$ cat src/common/ex_pkg.sv
package ex_pkg;

    localparam int DATA_W     = 32;        // gpr and hi/lo width
    localparam int REG_ADDR_W = 5;
    localparam int ALU_OP_W   = 8;

    // opcode codes
    localparam logic [ALU_OP_W-1:0] ALU_NOP_OP   = 8'h00;
    localparam logic [ALU_OP_W-1:0] ALU_OR_OP    = 8'h25;
    localparam logic [ALU_OP_W-1:0] ALU_AND_OP   = 8'h24;
    localparam logic [ALU_OP_W-1:0] ALU_XOR_OP   = 8'h26;
    localparam logic [ALU_OP_W-1:0] ALU_NOR_OP   = 8'h27;
    localparam logic [ALU_OP_W-1:0] ALU_SLL_OP   = 8'h7c;
    localparam logic [ALU_OP_W-1:0] ALU_SRL_OP   = 8'h02;
    localparam logic [ALU_OP_W-1:0] ALU_SRA_OP   = 8'h03;
    localparam logic [ALU_OP_W-1:0] ALU_MOVZ_OP  = 8'h0a;
    localparam logic [ALU_OP_W-1:0] ALU_MOVN_OP  = 8'h0b;
    localparam logic [ALU_OP_W-1:0] ALU_MFHI_OP  = 8'h10;
    localparam logic [ALU_OP_W-1:0] ALU_MTHI_OP  = 8'h11;
    localparam logic [ALU_OP_W-1:0] ALU_MFLO_OP  = 8'h12;
    localparam logic [ALU_OP_W-1:0] ALU_MTLO_OP  = 8'h13;
    localparam logic [ALU_OP_W-1:0] ALU_MULT_OP  = 8'h18;
    localparam logic [ALU_OP_W-1:0] ALU_MULTU_OP = 8'h19;
    localparam logic [ALU_OP_W-1:0] ALU_ADD_OP   = 8'h20;
    localparam logic [ALU_OP_W-1:0] ALU_ADDU_OP  = 8'h21;
    localparam logic [ALU_OP_W-1:0] ALU_SUB_OP   = 8'h22;
    localparam logic [ALU_OP_W-1:0] ALU_SUBU_OP  = 8'h23;
    localparam logic [ALU_OP_W-1:0] ALU_SLT_OP   = 8'h2a;
    localparam logic [ALU_OP_W-1:0] ALU_SLTU_OP  = 8'h2b;
    localparam logic [ALU_OP_W-1:0] ALU_TGE_OP   = 8'h30;
    localparam logic [ALU_OP_W-1:0] ALU_TGEU_OP  = 8'h31;
    localparam logic [ALU_OP_W-1:0] ALU_TLT_OP   = 8'h32;
    localparam logic [ALU_OP_W-1:0] ALU_TLTU_OP  = 8'h33;
    localparam logic [ALU_OP_W-1:0] ALU_TEQ_OP   = 8'h34;
    localparam logic [ALU_OP_W-1:0] ALU_TNE_OP   = 8'h36;
    localparam logic [ALU_OP_W-1:0] ALU_MADD_OP  = 8'ha6;
    localparam logic [ALU_OP_W-1:0] ALU_MADDU_OP = 8'ha8;
    localparam logic [ALU_OP_W-1:0] ALU_MUL_OP   = 8'ha9;
    localparam logic [ALU_OP_W-1:0] ALU_MSUB_OP  = 8'haa;
    localparam logic [ALU_OP_W-1:0] ALU_MSUBU_OP = 8'hab;
    localparam logic [ALU_OP_W-1:0] ALU_CLZ_OP   = 8'hb0;
    localparam logic [ALU_OP_W-1:0] ALU_CLO_OP   = 8'hb1;

    // result classes
    localparam int RES_SEL_W = 3;
    localparam logic [RES_SEL_W-1:0] RES_NOP   = 3'b000;
    localparam logic [RES_SEL_W-1:0] RES_LOGIC = 3'b001;
    localparam logic [RES_SEL_W-1:0] RES_SHIFT = 3'b010;
    localparam logic [RES_SEL_W-1:0] RES_MOVE  = 3'b011;
    localparam logic [RES_SEL_W-1:0] RES_ARITH = 3'b100;

    localparam int HILO_OP_W = 3;
    localparam logic [HILO_OP_W-1:0] HILO_NONE = 3'd0;
    localparam logic [HILO_OP_W-1:0] HILO_MTHI = 3'd1;
    localparam logic [HILO_OP_W-1:0] HILO_MTLO = 3'd2;
    localparam logic [HILO_OP_W-1:0] HILO_MULT = 3'd3;
    localparam logic [HILO_OP_W-1:0] HILO_ACC  = 3'd4;     // madd/msub family

    localparam int TRAP_W = 3;
    localparam logic [TRAP_W-1:0] TRAP_NONE = 3'd0;
    localparam logic [TRAP_W-1:0] TRAP_EQ   = 3'd1;
    localparam logic [TRAP_W-1:0] TRAP_NE   = 3'd2;
    localparam logic [TRAP_W-1:0] TRAP_GE   = 3'd3;
    localparam logic [TRAP_W-1:0] TRAP_LT   = 3'd4;

endpackage

$ cat src/execute/alu_exec.sv
`timescale 1ns/10ps

module alu_exec import ex_pkg::*; (
    input  logic [ALU_OP_W-1:0] aluop_i,
    input  logic [DATA_W-1:0]   op1_i,
    input  logic [DATA_W-1:0]   op2_i,
    input  logic [DATA_W-1:0]   hi_i,
    input  logic [DATA_W-1:0]   lo_i,
    input  logic                signed_i,
    input  logic                sub_i,
    input  logic                ovf_chk_i,
    input  logic [TRAP_W-1:0]   trap_cond_i,
    output logic [DATA_W-1:0]   logic_res_o,
    output logic [DATA_W-1:0]   shift_res_o,
    output logic [DATA_W-1:0]   move_res_o,
    output logic [DATA_W-1:0]   arith_res_o,
    output logic                ovf_o,
    output logic                trap_o
);

    logic [4:0]        shamt;
    logic [DATA_W-1:0] op2_mux;
    logic [DATA_W-1:0] sum;
    logic              op1_sign, op2_sign_eff, sum_sign;
    logic              lt_signed, op1_lt_op2, op1_eq_op2;
    logic [5:0]        lead_cnt;
    logic              count_ones;

    assign shamt   = op2_i[4:0];
    assign op2_mux = sub_i ? (~op2_i + 1'b1) : op2_i;      // shared adder input
    assign sum     = op1_i + op2_mux;

    assign op1_sign     = op1_i[DATA_W-1];
    assign op2_sign_eff = op2_i[DATA_W-1] ^ sub_i;           // sign as the adder sees it
    assign sum_sign     = sum[DATA_W-1];
    assign ovf_o = ovf_chk_i & ((~op1_sign & ~op2_sign_eff & sum_sign) |
                                (op1_sign & op2_sign_eff & ~sum_sign));

    // sum sign alone is wrong when the difference overflows
    assign lt_signed = (op1_sign & ~op2_i[DATA_W-1]) |
                       (~(op1_sign ^ op2_i[DATA_W-1]) & sum_sign);
    assign op1_lt_op2 = signed_i ? lt_signed : (op1_i < op2_i);
    assign op1_eq_op2 = (op1_i == op2_i);

    always_comb begin
        case (trap_cond_i)
            TRAP_EQ: trap_o = op1_eq_op2;
            TRAP_NE: trap_o = ~op1_eq_op2;
            TRAP_GE: trap_o = ~op1_lt_op2;
            TRAP_LT: trap_o = op1_lt_op2;
            default: trap_o = 1'b0;
        endcase
    end

    assign count_ones = (aluop_i == ALU_CLO_OP);

    // highest bit that breaks the run wins
    always_comb begin
        lead_cnt = 6'd32;
        for (int i = 0; i < DATA_W; i++) begin
            if (op1_i[i] ^ count_ones) lead_cnt = 6'(DATA_W - 1 - i);
        end
    end

    always_comb begin
        logic_res_o = '0;
        shift_res_o = '0;
        move_res_o  = '0;
        arith_res_o = '0;
        case (aluop_i)
            ALU_OR_OP:   logic_res_o = op1_i | op2_i;
            ALU_AND_OP:  logic_res_o = op1_i & op2_i;
            ALU_XOR_OP:  logic_res_o = op1_i ^ op2_i;
            ALU_NOR_OP:  logic_res_o = ~(op1_i | op2_i);
            ALU_SLL_OP:  shift_res_o = op1_i << shamt;
            ALU_SRL_OP:  shift_res_o = op1_i >> shamt;
            ALU_SRA_OP:  shift_res_o = $signed(op1_i) >>> shamt;
            ALU_MOVN_OP, ALU_MOVZ_OP: move_res_o = op1_i;   // condition checked upstream
            ALU_MFHI_OP: move_res_o = hi_i;
            ALU_MFLO_OP: move_res_o = lo_i;
            ALU_ADD_OP, ALU_ADDU_OP, ALU_SUB_OP, ALU_SUBU_OP: arith_res_o = sum;
            ALU_SLT_OP, ALU_SLTU_OP: arith_res_o = {{(DATA_W-1){1'b0}}, op1_lt_op2};
            ALU_MUL_OP:  arith_res_o = op1_i * op2_i;       // low word is the same either sign
            ALU_CLZ_OP, ALU_CLO_OP: arith_res_o = {{(DATA_W-6){1'b0}}, lead_cnt};
            default: ;
        endcase
    end

endmodule

$ cat config.mk
export PLATFORM = sky130hd
export DESIGN_NAME = alu_exec
export DESIGN_NICKNAME = d
export VERILOG_FILES = /design/src/common/ex_pkg.sv /design/src/execute/alu_exec.sv
export SDC_FILE = /design/constraint.sdc
export NUM_CORES = 2
export LEC_CHECK = 0
export BUFFER_PORTS_ARGS = -buffer_cell sky130_fd_sc_hd__buf_4
export CORE_AREA = 2 2 230 232
export DETAILED_ROUTE_END_ITERATION = 8
export DIE_AREA = 0 0 232 234
export PLACE_DENSITY_LB_ADDON = 0.15
export SYNTH_ARGS = -nofsm -noshare
export SYNTH_HDL_FRONTEND = slang
export SYNTH_SLANG_ARGS = --single-unit
export TNS_END_PERCENT = 30
$ cat constraint.sdc
create_clock -name vclk -period 28.6
set_input_delay 2.86 -clock vclk [all_inputs]
set_output_delay 2.86 -clock vclk [all_outputs]
set_load 0.03 [all_outputs]
* Word-level counts from Yosys, hierarchy flattened
Cells that the tools add are included.
Word-level totals: register bits 0, input port bits 142, output and inout port bits 130
Cells by class: $add $sub $neg 2, multipliers 1, order comparisons 1, eq/ne operators 25, shifts and indexed selects 3, mux-type cells 39, bitwise gates (word level) 55, reduce and logical (&&, ||, !) cells 4
Operators with widths (number):
- case mux 32 bit (4 select lines) | 2
- two-way mux 6 bit | 32
- case mux 32 bit (3 select lines) | 2
- equality test 8 x 6 -> 1 bit, second input constant | 10
- inverter 32 bit | 2
- bitwise XOR 1 bit | 34
- adder 32 x 1 -> 32 bit, second input constant | 1
- adder 32 bit | 1
- AND 32 bit | 1
- equality test 32 bit | 1
- < comparator 32 bit | 1
- multiplier 32 x 32 -> 32 bit | 1
- two-way mux 32 bit | 1
- OR 32 bit | 1
- left shift 32 x 5 -> 32 bit | 1
- right shift 32 x 5 -> 32 bit | 1
- >>> shifter 32 x 5 -> 32 bit | 1
- bitwise XOR 32 bit | 1
- equality test 8 bit, second input constant | 3
- equality test 8 x 2 -> 1 bit, second input constant | 2
- equality test 8 x 4 -> 1 bit, second input constant | 2
- equality test 8 x 5 -> 1 bit, second input constant | 2
- equality test 8 x 7 -> 1 bit, second input constant | 1
- AND 1 bit | 7
- 9 further kinds | 19

* Longest topological paths before layout
depth in word-level cells 35, mapped depth 30

* Worst setup path after synthesis
Ideal clock, no wire load.
path type input -> output, start point input port op2_i[2], end point output port arith_res_o[26], arrival 10.724 ns, path slack 15.016 ns, stages 30, path buffers 4, path through clkbuf_1 clkbuf_1 clkbuf_1 buf_1 nand2_1 fa_1 inv_1 fa_1 inv_1 fa_1 inv_1 fa_1 fa_1 inv_1 fa_1 inv_1 fa_1 inv_1 fa_1 inv_1 ha_1 a21o_1 a21oi_1 nor2b_1 or4_1 a31o_2 a21oi_1 nand2_1 xnor2_1 o21ai_0
On the way: longest elaborated chain between the ends 5, elaborated cells between the ends (all ways) 6
Ends and longest elaborated chain:
- start, declared | RTL line alu_exec.sv:6 | input logic [DATA_W-1:0] op2_i,
- inverter 32 bit | RTL line alu_exec.sv:30 | assign op2_mux = sub_i ? (~op2_i + 1'b1) : op2_i;
- adder 32 x 1 -> 32 bit | RTL line alu_exec.sv:30
- two-way mux 32 bit | RTL line alu_exec.sv:30
- adder 32 bit | RTL line alu_exec.sv:31 | assign sum = op1_i + op2_mux;
- case mux 32 bit (4 select lines) * | RTL line alu_exec.sv:70 | case (aluop_i)
- end, declared | RTL line alu_exec.sv:16 | output logic [DATA_W-1:0] arith_res_o,
Mark *: on every way between the ends. The rest lies on a longest branch, timed or not.

* Worst setup path after layout
start point input port op1_i[6], end point output port arith_res_o[29]
On the way: longest elaborated chain between the ends 2, elaborated cells between the ends (all ways) 3
Ends and longest elaborated chain:
- start, declared | RTL line alu_exec.sv:5 | input logic [DATA_W-1:0] op1_i,
- multiplier 32 x 32 -> 32 bit or adder 32 bit (tied branches) | RTL line alu_exec.sv:83, alu_exec.sv:31
- case mux 32 bit (4 select lines) * | RTL line alu_exec.sv:70
Marked as above.

==> flow_summary.yaml <==
global_routing:
  antenna_found_initial: 1
  grt_pass1_wl_um: 163000
  grt_overflow: 0
  grt_max_degree: 69
  grtUsageTotal: 0.403
  grt_pass1_vias: 25851
detailed_routing:
  viasPerCell: 6.11
  top_layer: "met5"
  wl_met1_um: 41700
  drt-pass1-iter-count: 7
  num_vias: 25649
  drc: 0
  drt-initial-drc-count: 2562
  wire_per_inst_um: 26.1
  met2_length_um: 49000
  dr_wl_met3_um: 11000
  drtAntennaViolNets: 0
  drt-total-wl_um: 109000
synth:
  synth.distinct_cells: 70
  synth_nets: 4232
  yosys_warnings: 0
  syn_inst: 3430
  syn_avg_cell_area_um2: 7.46
  synth_area_leaders: "fa_1 32%, ha_1 12%, inv_1 9.1%"
  yosys.area.top_type: "fa_1"
  yosysMostFrequentCell: "inv_1"
  synth_top_area_frac: 0.320
  ys_seq_area_frac: 0
  synth_top_cells_by_count: "621 x inv_1, 529 x nand2_1, 409 x fa_1"
  syn_area_um2: 25600
floorplan:
  dieArea_um2: 54300
  die_w_um: 232
  die_height_um: 234
  fp.coreArea_um2: 52000
  rows: 84
  initial_utilization: 0.492
  io_pins: 272
worst_setup_path:
  path_depth: 24
  startpoint: "op1_i[6]"
  crit_buf_inv: 7
  cp_max_fo: 31
  worstPathRequired_ns: 25.74
  critical_path_class: "primary input to primary output"
  crit_family: "adder cells"
  critPathMaxStageDelay_ns: 0.77
  startpoint_type: "primary input"
  end_kind: "primary output"
  cpMaxStageDelayCell: "o21ai_0"
  cp_common_cell: "fa_1"
  critPathArrivalTime_ns: 10.78
  path_cells: "buf_4, clkinv_1, nor2_1, fa_1, fa_1, fa_1, inv_1, fa_1, fa_1, inv_1, fa_1, fa_1, inv_1, fa_1, inv_1, ha_1, and3_1, nand3_1, o21ai_0, o21ai_0, o21ai_0, xnor2_1, o22ai_1, buf_4"
timing:
  rsz0062_at_grt: "false"
  fmax_mhz: 73.3
  period_needed_ns: 13.64
  worstMarginPinSlew_ns: 1.14
  setup_violations: 0
  finalHoldViolCount: 0
  max_slew_margin: 0.236
  drv_slew: 0
  final.setup.tns_ns: 0
  post-route-period-util: 0.477
min_path:
  whs_path_depth: 3
  worstHoldStart: "ovf_chk_i"
  hold_class: "primary input to primary output"
finish:
  nClkBuffers: 0
  design.seq.count: 0
  drive_gt1_frac: 0.0974
  num-fill-cells: 5079
  syn_to_final_growth_pct: 9.06
  nets: 4316
  multi_input_area_um2: 22400
  ff_latch_area_um2: 0
clocking:
  cts_resized: 0
  ctsHoldBuffers: 0
  post-cts-setup-buffers: 0
place:
  dp_hpwl_um: 82300
  place.gp.congestion: 1.01
  portBuffers: 272
outcome:
  status: "finished, final reports clean"
run:
  drv_cap: 0
## cells in the final DEF, fill, tap and decap left out, drive strengths merged, types with 55 or more instances in the layout
| cell type | n |
|---|---|
| inv | 625 |
| nand2 | 529 |
| fa | 409 |
| nor2 | 322 |
| buf | 301 |
| ha | 251 |
| o21ai | 196 |
| mux2i | 158 |
| a21oi | 113 |
| xnor2 | 111 |
| a211oi | 55 |
## layer usage
| layer | vias to the layer above | GRT usage |
|---|---|---|
| met1 | 12615 | 0.523 |
| met3 | 387 | 0.0631 |
| met4 | 2 | 0.231 |
| met5 | - | 0 |
| li1 | 11077 | - |
| met2 | 1568 | 0.642 |
## kinds of logic after synthesis
kind of cell,share of synthesized area
compound gates,0.136
xor+xnor,0.0486
buf+inv,0.126
mux,0.0772
simple gates,0.169
fa+ha+maj,0.443
## stage by stage
step | util | hold slack [ns] | area (um^2) | std cells | setup slack [ns]
floorplan | - | 5.93 | 25600 | 3430 | 15.02
global placement | 0.536 | 6.07 | 27900 | 4200 | 15.28
detailed placement | 0.536 | 6.07 | 27900 | 4200 | 15.24
CTS | 0.536 | 6.07 | 27900 | 4200 | 15.21
global route | 0.536 | 6.11 | 27900 | 4200 | 14.75
finish | 0.536 | 6.07 | 27900 | 4201 | 14.96
## area by class of cell
| cell class | instances | area share |
|---|---|---|
| Multi-Input combinational cell | 2573 | 0.802 |
| Inverter | 638 | 0.0858 |
| Timing Repair Buffer | 301 | 0.0810 |
| Tap cell | 688 | 0.0309 |
| Antenna cell | 1 | 0.0000897 |
## final timing paths
path	slack [ns]	end
hold / removal	6.07	ovf_o
setup / recovery	14.96	arith_res_o[29]
Power is not shown: default switching activity piles up to over one toggle a cycle in this logic, so the estimate is an artifact.
