<file path="src/common/ex_pkg.sv">
package ex_pkg;

    localparam int DATA_W     = 32;        // gpr and hi/lo width
    localparam int REG_ADDR_W = 5;
    localparam int ALU_OP_W   = 8;

    // opcode codes
    localparam logic [ALU_OP_W-1:0] ALU_NOP_OP   = 8'h00;
    localparam logic [ALU_OP_W-1:0] ALU_OR_OP    = 8'h25;
    localparam logic [ALU_OP_W-1:0] ALU_AND_OP   = 8'h24;
    localparam logic [ALU_OP_W-1:0] ALU_XOR_OP   = 8'h26;
    localparam logic [ALU_OP_W-1:0] ALU_NOR_OP   = 8'h27;
    localparam logic [ALU_OP_W-1:0] ALU_SLL_OP   = 8'h7c;
    localparam logic [ALU_OP_W-1:0] ALU_SRL_OP   = 8'h02;
    localparam logic [ALU_OP_W-1:0] ALU_SRA_OP   = 8'h03;
    localparam logic [ALU_OP_W-1:0] ALU_MOVZ_OP  = 8'h0a;
    localparam logic [ALU_OP_W-1:0] ALU_MOVN_OP  = 8'h0b;
    localparam logic [ALU_OP_W-1:0] ALU_MFHI_OP  = 8'h10;
    localparam logic [ALU_OP_W-1:0] ALU_MTHI_OP  = 8'h11;
    localparam logic [ALU_OP_W-1:0] ALU_MFLO_OP  = 8'h12;
    localparam logic [ALU_OP_W-1:0] ALU_MTLO_OP  = 8'h13;
    localparam logic [ALU_OP_W-1:0] ALU_MULT_OP  = 8'h18;
    localparam logic [ALU_OP_W-1:0] ALU_MULTU_OP = 8'h19;
    localparam logic [ALU_OP_W-1:0] ALU_ADD_OP   = 8'h20;
    localparam logic [ALU_OP_W-1:0] ALU_ADDU_OP  = 8'h21;
    localparam logic [ALU_OP_W-1:0] ALU_SUB_OP   = 8'h22;
    localparam logic [ALU_OP_W-1:0] ALU_SUBU_OP  = 8'h23;
    localparam logic [ALU_OP_W-1:0] ALU_SLT_OP   = 8'h2a;
    localparam logic [ALU_OP_W-1:0] ALU_SLTU_OP  = 8'h2b;
    localparam logic [ALU_OP_W-1:0] ALU_TGE_OP   = 8'h30;
    localparam logic [ALU_OP_W-1:0] ALU_TGEU_OP  = 8'h31;
    localparam logic [ALU_OP_W-1:0] ALU_TLT_OP   = 8'h32;
    localparam logic [ALU_OP_W-1:0] ALU_TLTU_OP  = 8'h33;
    localparam logic [ALU_OP_W-1:0] ALU_TEQ_OP   = 8'h34;
    localparam logic [ALU_OP_W-1:0] ALU_TNE_OP   = 8'h36;
    localparam logic [ALU_OP_W-1:0] ALU_MADD_OP  = 8'ha6;
    localparam logic [ALU_OP_W-1:0] ALU_MADDU_OP = 8'ha8;
    localparam logic [ALU_OP_W-1:0] ALU_MUL_OP   = 8'ha9;
    localparam logic [ALU_OP_W-1:0] ALU_MSUB_OP  = 8'haa;
    localparam logic [ALU_OP_W-1:0] ALU_MSUBU_OP = 8'hab;
    localparam logic [ALU_OP_W-1:0] ALU_CLZ_OP   = 8'hb0;
    localparam logic [ALU_OP_W-1:0] ALU_CLO_OP   = 8'hb1;

    // result classes
    localparam int RES_SEL_W = 3;
    localparam logic [RES_SEL_W-1:0] RES_NOP   = 3'b000;
    localparam logic [RES_SEL_W-1:0] RES_LOGIC = 3'b001;
    localparam logic [RES_SEL_W-1:0] RES_SHIFT = 3'b010;
    localparam logic [RES_SEL_W-1:0] RES_MOVE  = 3'b011;
    localparam logic [RES_SEL_W-1:0] RES_ARITH = 3'b100;

    localparam int HILO_OP_W = 3;
    localparam logic [HILO_OP_W-1:0] HILO_NONE = 3'd0;
    localparam logic [HILO_OP_W-1:0] HILO_MTHI = 3'd1;
    localparam logic [HILO_OP_W-1:0] HILO_MTLO = 3'd2;
    localparam logic [HILO_OP_W-1:0] HILO_MULT = 3'd3;
    localparam logic [HILO_OP_W-1:0] HILO_ACC  = 3'd4;     // madd/msub family

    localparam int TRAP_W = 3;
    localparam logic [TRAP_W-1:0] TRAP_NONE = 3'd0;
    localparam logic [TRAP_W-1:0] TRAP_EQ   = 3'd1;
    localparam logic [TRAP_W-1:0] TRAP_NE   = 3'd2;
    localparam logic [TRAP_W-1:0] TRAP_GE   = 3'd3;
    localparam logic [TRAP_W-1:0] TRAP_LT   = 3'd4;

endpackage

</file>
<file path="src/result/ex_result.sv">
`timescale 1ns/10ps

module ex_result import ex_pkg::*; (
    input  logic                  clk,
    input  logic                  rst_n_i,
    input  logic                  accept_i,
    input  logic [RES_SEL_W-1:0]  res_sel_i,
    input  logic [DATA_W-1:0]     logic_res_i,
    input  logic [DATA_W-1:0]     shift_res_i,
    input  logic [DATA_W-1:0]     move_res_i,
    input  logic [DATA_W-1:0]     arith_res_i,
    input  logic                  ovf_i,
    input  logic                  trap_i,
    input  logic [REG_ADDR_W-1:0] waddr_i,
    input  logic                  reg_we_i,
    output logic                  valid_o,
    output logic [REG_ADDR_W-1:0] waddr_o,
    output logic                  reg_we_o,
    output logic [DATA_W-1:0]     result_o,
    output logic                  ov_exc_o,
    output logic                  trap_exc_o
);

    logic [DATA_W-1:0] sel_res;

    always_comb begin
        case (res_sel_i)
            RES_LOGIC: sel_res = logic_res_i;
            RES_SHIFT: sel_res = shift_res_i;
            RES_MOVE:  sel_res = move_res_i;
            RES_ARITH: sel_res = arith_res_i;
            default:   sel_res = '0;
        endcase
    end

    always_ff @(posedge clk) begin
        if (!rst_n_i) begin
            valid_o    <= 1'b0;
            reg_we_o   <= 1'b0;
            ov_exc_o   <= 1'b0;
            trap_exc_o <= 1'b0;
            result_o   <= '0;
        end else begin
            valid_o    <= accept_i;
            reg_we_o   <= accept_i && reg_we_i && !ovf_i;    // overflow kills the write
            ov_exc_o   <= accept_i && ovf_i;
            trap_exc_o <= accept_i && trap_i;
            if (accept_i) result_o <= sel_res;
        end
    end

    always_ff @(posedge clk) begin
        if (accept_i) waddr_o <= waddr_i;
    end

    a_no_ovf_write: assert property (@(posedge clk) disable iff (!rst_n_i)
        !(reg_we_o && ov_exc_o));

endmodule

</file>
<file path="config.mk">
export PLATFORM = sky130hd
export DESIGN_NAME = ex_result
export DESIGN_NICKNAME = d
export VERILOG_FILES = /design/src/common/ex_pkg.sv /design/src/result/ex_result.sv
export SDC_FILE = /design/constraint.sdc
export NUM_CORES = 1
export LEC_CHECK = 0
export ABC_AREA = 1
export BUFFER_PORTS_ARGS = -buffer_cell sky130_fd_sc_hd__buf_2
export CAP_MARGIN = 20
export CORE_MARGIN = 4
export CORE_UTILIZATION = 25
export CTS_BUF_LIST = sky130_fd_sc_hd__clkbuf_16
export DETAILED_ROUTE_END_ITERATION = 7
export PLACE_DENSITY_LB_ADDON = 0.05
export SYNTH_ARGS = -nofsm -noshare
export SYNTH_HDL_FRONTEND = slang
export SYNTH_SLANG_ARGS = --single-unit
</file>
<file path="constraint.sdc">
create_clock -name clk -period 1.8 [get_ports clk]
set_input_delay 0.09 -clock clk [delete_from_list [all_inputs] [get_ports clk]]
set_output_delay 0.09 -clock clk [all_outputs]
set_load 0.01 [all_outputs]
</file>
# ---- Yosys cells after proc, flatten, opt, wreduce, memory -nomap -nowiden
# Index checks and enable logic that the tools add are counted.
dict set report classes {
  mux 1
  reduce_logical 5
  n_eq_ne 4
}
# operator n
set op_table {}
lappend op_table {{$pmux 32 s4} 1}
lappend op_table {{$eq 3x2->1 const B} 2}
lappend op_table {{$logic_and 1x1->1} 4}
lappend op_table {{$eq 3x1->1 const B} 1}
lappend op_table {{$eq 3x3->1 const B} 1}
lappend op_table {{$logic_not 1->1} 1}
dict set report word_totals {
  in_bits 142
  regBits 41
}

# ---- Longest topological paths before layout
# Gate-level depths: netlist (run 1).
dict set report logic_depth {
  word_depth 2
  ltp_mapped 8
  ltp_nobuf 5
}

# ---- Worst setup path before layout (run 1)
# No wires, ideal clock.
dict set report synth_path {
  kind {input port to flip-flop}
  from {in res_sel_i[2]}
  to {reg result_o[0]}
  arrival_ns 0.783
  required_time_ns 1.661
  path_stages 8
  path_slack_ns 0.878
  cell_sequence {buf_6 inv_4 buf_6 buf_6 nand4_1 nand2_1 o21bai_1 a21oi_2}
}
dict set report synth_via {
  elab_chain_cells 2
  word_cells_on_any_way 5
}
# element line
set synth_rtl {}
lappend synth_rtl {{from (decl)} ex_result.sv:7} ;# input logic [RES_SEL_W-1:0] res_sel_i,
lappend synth_rtl {{$eq 3x3->1, or another cell as far along} ex_result.sv:27} ;# case (res_sel_i)
lappend synth_rtl {{$pmux 32 s4 *} ex_result.sv:27}
lappend synth_rtl {{to (signal assigned)} ex_result.sv:48} ;# if (accept_i) result_o <= sel_res;
lappend synth_rtl {{to (decl)} ex_result.sv:19} ;# output logic [DATA_W-1:0] result_o,
# Mark *: on every way between the ends. The rest lies on a longest branch, timed or not.
# A chain may end at the register's enable or synchronous reset.

# ---- Worst setup path in the final report (run 1)
dict set report layout_path {
  from {in res_sel_i[2]}
  to {reg result_o[3]}
}
# The elaborated chain is that of the path after synthesis.

==> reports/qor.txt, run 1 <==
status = finished, final reports clean
CTS tree = yes
VDD IR max = 0.306 mV
commonest cells in the netlist = 98 x nand2_1, 96 x nand4_1, 36 x dfxtp_1, 32 x nand3_1, 32 x o21bai_1
DPL Wire Length = 7970 µm
leakage power = 2.08 nW
minimum clock period = 1.04 ns
relative slew slack = 65.6%
DR vias/cell = 5.02
Arr. time, crit path = 1.26 ns
HP Start = trap_i
Post-Synth Adder-Cell Area = 0%
Worst Hold Path Cells = 3
wire length per cell = 15.9 µm
area of the mapped netlist = 0.00281 mm²
count leader, synth = nand2_1
iteration count of the initial detailed-routing pass = 5
Max-Cap Viols = 0
Hold Path End = trap_exc_o
Tightest Hold Check Type = in2reg
die area = 0.0130 mm²
gr usage total = 16.2%
initial antenna violation count = 0
Distinct cells, synth = 18
row count = 38
PortBufs = 182
post-synthesis mux area share = 0%
final-report hold violation count = 0
residual DRC count = 0
# Post-CTS Setup Buffers = 0
pin count of the biggest net entering global routing = 50
CP Capture Type = flop
synthesized instance count = 389
Worst-path clk slew = 0.06 ns
crit path max fanout = 46
CP startpoint kind = input pin
synth-to-layout area growth = 41.0%
placed instance count = 678
main combinational cell family by area after synthesis = simple AND/OR/NAND/NOR gates
initial core utilization = 25.7%
share of the synthesized area in the top cell type = 25.7%
Slew @ Worst Pin = 0.517 ns
diode count = 0
Slew Limit Fails = 0
r2r setup slk = 1.19 ns
core area = 0.0109 mm²
simple-gate area share of the yosys netlist = 40.8%
PwrDens = 662 mW/mm²
CTS H-tree depth = 2
Synth area leaders = dfxtp_1 26%, nand4_1 21%, nand2_1 13%
Chip Width = 114 µm
Worst R2R Start = result_o[30]
Critical Path RT = 2.02 ns
die height = 114 µm
Post-DRT Antenna Nets = 0
Starting DRT DRC Count = 228
Clk Latency, worst-skew pair = 0.28 ns
first-pass GRT wire length = 17000 µm
Overflow after GRT = 0
post-synthesis area per instance = 7.22 µm²
xor and xnor area share after synthesis = 0%
CTS buffer count = 5
Syn Nets = 531
aggregate negative setup slack = 0 ns
CTS root buf = clkbuf_16
nets = 692
fin crit share = 57.7%
complex-gate fraction of the synthesized area = 16.3%
Post-synth EDFFs = 5
vias = 3467
Synth Register Bits = 41
Final Non-Filler Cells = 691
Max Clock Freq = 0.963 GHz
Top FF cell, synth = dfxtp_1
post-synthesis sequential area ratio = 31.0%
IO Pins = 183
Worst Skew = 0 ns
CTS resizes = 0
CTS Sinks = 41
number of global-route vias before repair = 3346
cell taking the most area after synthesis = dfxtp_1
WS Path Type = in2reg
placer congestion estimate = 0.769
Worst R2R End = result_o[30]
Async SR Flop Fraction = 0%
Synth Warn # = 0
final-report setup violation count = 0
WL final = 11000 µm
Worst R2R Path Depth = 2
clk buf depth = 2
RSZ-0062 raised after global routing = false
share of layout cells above drive strength 1 = 40.1%
-- placed cells by master (no fill, tap or decap) --
cell and count:
inv_1 5, a21oi_1 17, nor2_1 3, inv_4 1, nand4_1 96, buf_2 182, nor2_2 1, nand3_1 32
clkbuf_16 5, a21oi_2 15, clkinv_4 1, inv_2 1, buf_12 4, edfxtp_1 5, nand2_1 98, o21bai_1 32
bufinv_16 1, buf_4 9, dlygate4sd3_1 5, clkinv_1 1, dfxtp_1 36, clkinvlp_4 1
-- worst max path at each step --
stage / start / end / cells after the start
floorplan: res_sel_i[2] / result_o[0] / 8
global placement: res_sel_i[2] / result_o[3] / 7
detailed placement: res_sel_i[2] / result_o[3] / 7
CTS: res_sel_i[2] / result_o[3] / 7
global route: res_sel_i[2] / result_o[3] / 7
finish: res_sel_i[2] / result_o[3] / 7
-- routing by layer --
| metal | part of all wire [%] | routed length (µm) | global-route usage [%] |
|---|---|---|---|
| met1 | 43 | 4680 | 21.2 |
| met2 | 48 | 5240 | 27.3 |
| met3 | 8.3 | 915 | 3.61 |
| met4 | 1.2 | 134 | 3.64 |
| met5 | 0 | 0 | 0 |
-- final cells by class --
type                    count  area, µm²
clock buffers               5        125
clock inverters             3       46.3
fillers                  1232       6970
inverters                   8       32.5
multi-input cells         294       1600
flip-flops and latches     41        871
well taps                 140        175
repair buffers            200       1110
-- power by group --
part	switching [mW]	internal [mW]
combinational	0.332	0.258
sequential	0.0193	0.972
clock	0.385	0.657
total	0.736	1.89
-- per-stage QoR --
stage	util [%]	hold WS [ns]	setup slack (ns)	power [mW]	area, µm²
3_5_place_dp	34.2	0.270	0.510	1.60	3740
6_report	36.2	0.0195	0.762	2.62	3960
4_1_cts	36.2	0.0138	0.803	2.67	3960
5_1_grt	36.2	0.0254	0.642	2.77	3960
2_1_floorplan	-	0.189	0.878	1.33	2810
3_3_place_gp	34.2	0.267	0.516	1.60	3740
-- worst max-delay path, cell delays in order --
cell	delay, ns
buf_2	0.12
inv_4	0.30
buf_12	0.27
nand4_1	0.13
nand2_1	0.11
o21bai_1	0.07
a21oi_2	0.11
-- flip-flops by register name, indices dropped and copies added (netlist names) --
register    cells
trap_exc_o      1
waddr_o         5
ov_exc_o        1
result_o       32
reg_we_o        1
valid_o         1
-- timing repair --
| action | CTS | global route |
|---|---|---|
| endpoints found under the setup margin | 0 | 0 |
| endpoints found under the hold margin | 5 | 0 |
| hold buffers | 5 | 0 |
-- kinds of logic (layout without fill, tap and decap cells) --
group	count (synthesis)	count (layout)
simple gates	230	230
buf+inv	54	216
compound gates	64	64
flops	41	41
No activity file was read; power rests on OpenSTA's default activity.
==> run 2: changes to the inputs <==
--- a/config.mk
+++ b/config.mk
@@ -5,7 +5,7 @@
 export SDC_FILE = /design/constraint.sdc
 export NUM_CORES = 1
 export LEC_CHECK = 0
-export ABC_AREA = 1
+export ABC_AREA = 0
 export BUFFER_PORTS_ARGS = -buffer_cell sky130_fd_sc_hd__buf_2
 export CAP_MARGIN = 20
 export CORE_MARGIN = 4
==> constraint.sdc (replaced) <==
create_clock -name clk -period 0.9 [get_ports clk]
set_input_delay 0.045 -clock clk [delete_from_list [all_inputs] [get_ports clk]]
set_output_delay 0.045 -clock clk [all_outputs]
set_load 0.01 [all_outputs]
==> reports/qor.txt, run 2 <==
status = finished, violations left
violated checks = setup timing
nets = 636
main combinational cell family by area after synthesis = compound AO/OA/AOI/OAI gates
minimum clock period = 1.09 ns
total chip power = 5.21 mW
Worst Skew = 0 ns
Clk Latency, worst-skew pair = 0.28 ns
Internal = 3.89 mW
initial core utilization = 25.8%
xor and xnor area share after synthesis = 0%
post-synthesis mux area share = 0%
WL final = 10400 µm
sequential share of power = 37.2%
residual DRC count = 0
synth-to-layout area growth = 73.7%
complex-gate fraction of the synthesized area = 32.0%
core area = 0.0104 mm²
Top FF cell, synth = dfxtp_1
RSZ-0062 raised after global routing = true
Max Clock Freq = 0.920 GHz
synthesized instance count = 276
largest registers = result_o (32), waddr_o (5)
commonest cells in the netlist = 64 x nand3b_1, 36 x dfxtp_1, 32 x a21oi_1, 32 x a221o_1, 32 x o221a_1
Starting DRT DRC Count = 114
Post-Synth Adder-Cell Area = 0%
Synth Register Bits = 41
CTS H-tree depth = 2
clk buf depth = 2
commonest non-fill, non-tap cell in the layout = buf_2
iteration count of the initial detailed-routing pass = 5
Critical Path RT = 1.08 ns
Post-synth EDFFs = 5
final-report setup violation count = 34
Distinct cells, synth = 20
PwrDens = 1120 mW/mm²
leakage power = 2.18 nW
Top reg by flops = result_o
cell taking the most area after synthesis = dfxtp_1
final core utilization = 44.9%
Area after DPL = 0.00397 mm²
die area = 0.0124 mm²
share of layout cells above drive strength 1 = 59.6%
Tightest Hold Check Type = in2reg
Syn Nets = 418
simple-gate area share of the yosys netlist = 28.6%
area of the mapped netlist = 0.00268 mm²
Synth area leaders = dfxtp_1 27%, nand3b_1 18%, o221a_1 13%
Net Sw Frac = 25.4%
gr usage total = 15.9%
Arr. time, crit path = 1.26 ns
post-synthesis area per instance = 9.71 µm²
placer congestion estimate = 0.776
Synth Warn # = 0
DPL Wire Length = 7830 µm
wire length per cell = 16.5 µm
placed instance count = 602
DR vias/cell = 4.95
Worst-path clk slew = 0.07 ns
CTS Sinks = 41
crit path max fanout = 2
share of the synthesized area in the top cell type = 26.9%
most frequent cells in the layout = 161 x buf_2, 64 x nand3b_1, 42 x buf_6
Min Hold Slack = 0.00540 ns
clock share of power = 40.0%
CP Capture Type = flop
max reg flops = 32
post-synthesis sequential area ratio = 32.5%
VDD IR max = 0.579 mV
Overflow after GRT = 0
CP startpoint kind = flop
pin count of the biggest net entering global routing = 34
Async SR Flop Fraction = 0%
diode count = 0
row count = 37
IO Pins = 183
Slew @ Worst Pin = 0.301 ns
number of global-route vias before repair = 3159
PortBufs = 182
net switching power = 1.32 mW
Final Non-Filler Cells = 631
count leader, synth = nand3b_1
Chip Width = 112 µm
final-report hold violation count = 0
CTS tree = yes
first-pass GRT wire length = 16400 µm
relative slew slack = 79.9%
Logic pwr share = 22.8%
fin crit share = 121%
fin area = 0.00465 mm²
initial antenna violation count = 0
Slew Limit Fails = 0
die height = 112 µm
WS Path Type = reg2reg
Final WS setup = -0.187 ns
vias = 3122
Max-Cap Viols = 0
Post-DRT Antenna Nets = 0
CTS root buf = clkbuf_16
CTS buffer count = 5
## run 2: cell types whose count changed after synthesis, sizes merged, moves of 21 or more
cell / delta
nand2: -98
nand4: -96
nand3b: +64
a221o: +32
nand3: -32
o21bai: -32
o221a: +32
buf: -21
## run 2: logic make-up after synthesis
group                  after synthesis
AOI/OAI and AO/OA                   98
buffers and inverters               35
DFF                                 41
and+or+nand+nor                    102
## run 2: per-stage QoR
step	setup WS, ns	TNS, ns
after CTS	-0.187	-4.13
final	-0.187	-4.34
after global routing	-0.237	-5.54
after global placement	-0.425	-12.69
after detailed placement	-0.427	-12.66
after floorplan	-0.251	-7.89
## run 2: area by class of cell
class | instances | area, µm²
fillers | 1022 | 5720
clock inverters | 3 | 46.3
repair buffers | 246 | 1680
multi-input cells | 200 | 1730
clock buffers | 5 | 125
flip-flops and latches | 41 | 901
well taps | 136 | 170
## run 2: timing repair
item,4_1_cts,5_1_grt
hold buffers,6,0
pin swaps,3,13
endpoints found under the setup margin,42,52
setup buffers,7,11
hold endpoints to repair,6,0
gates resized for setup,30,64
## run 2: critical path: stages (launching register included)
cell	delay, ns
dfxtp_2	0.32
and2b_1	0.16
a221o_1	0.26
o221a_1	0.24
## run 2: layer usage
metal | part of all wire, % | GRT usage [%] | up-vias
met1 | 44 | 20.4 | 1464
met2 | 48 | 27.1 | 117
met3 | 7.7 | 4.24 | 7
met5 | 0 | 0 | -
li1 | - | - | 1534
met4 | 0.77 | 3.41 | 0
## run 2: power groups by stage
stage / combinational, mW / sequential [mW] / clock [mW]
after floorplan: 0.474 / 2.00 / 0
after global placement: 1.10 / 1.97 / 0
after detailed placement: 1.10 / 1.97 / 0
after CTS: 1.15 / 1.93 / 2.16
after global routing: 1.30 / 1.94 / 2.23
final: 1.19 / 1.94 / 2.09
## run 2: path summary, 6_finish.rpt
path                              startpoint           end  slack, ns  depth (start not counted)
worst min register to register  result_o[27]  result_o[27]       0.66                          2
worst max register to register  result_o[20]  result_o[20]      -0.19                          3
worst max-delay path            result_o[20]  result_o[20]      -0.19                          3
worst min-delay path                   ovf_i      ov_exc_o      0.005                          2
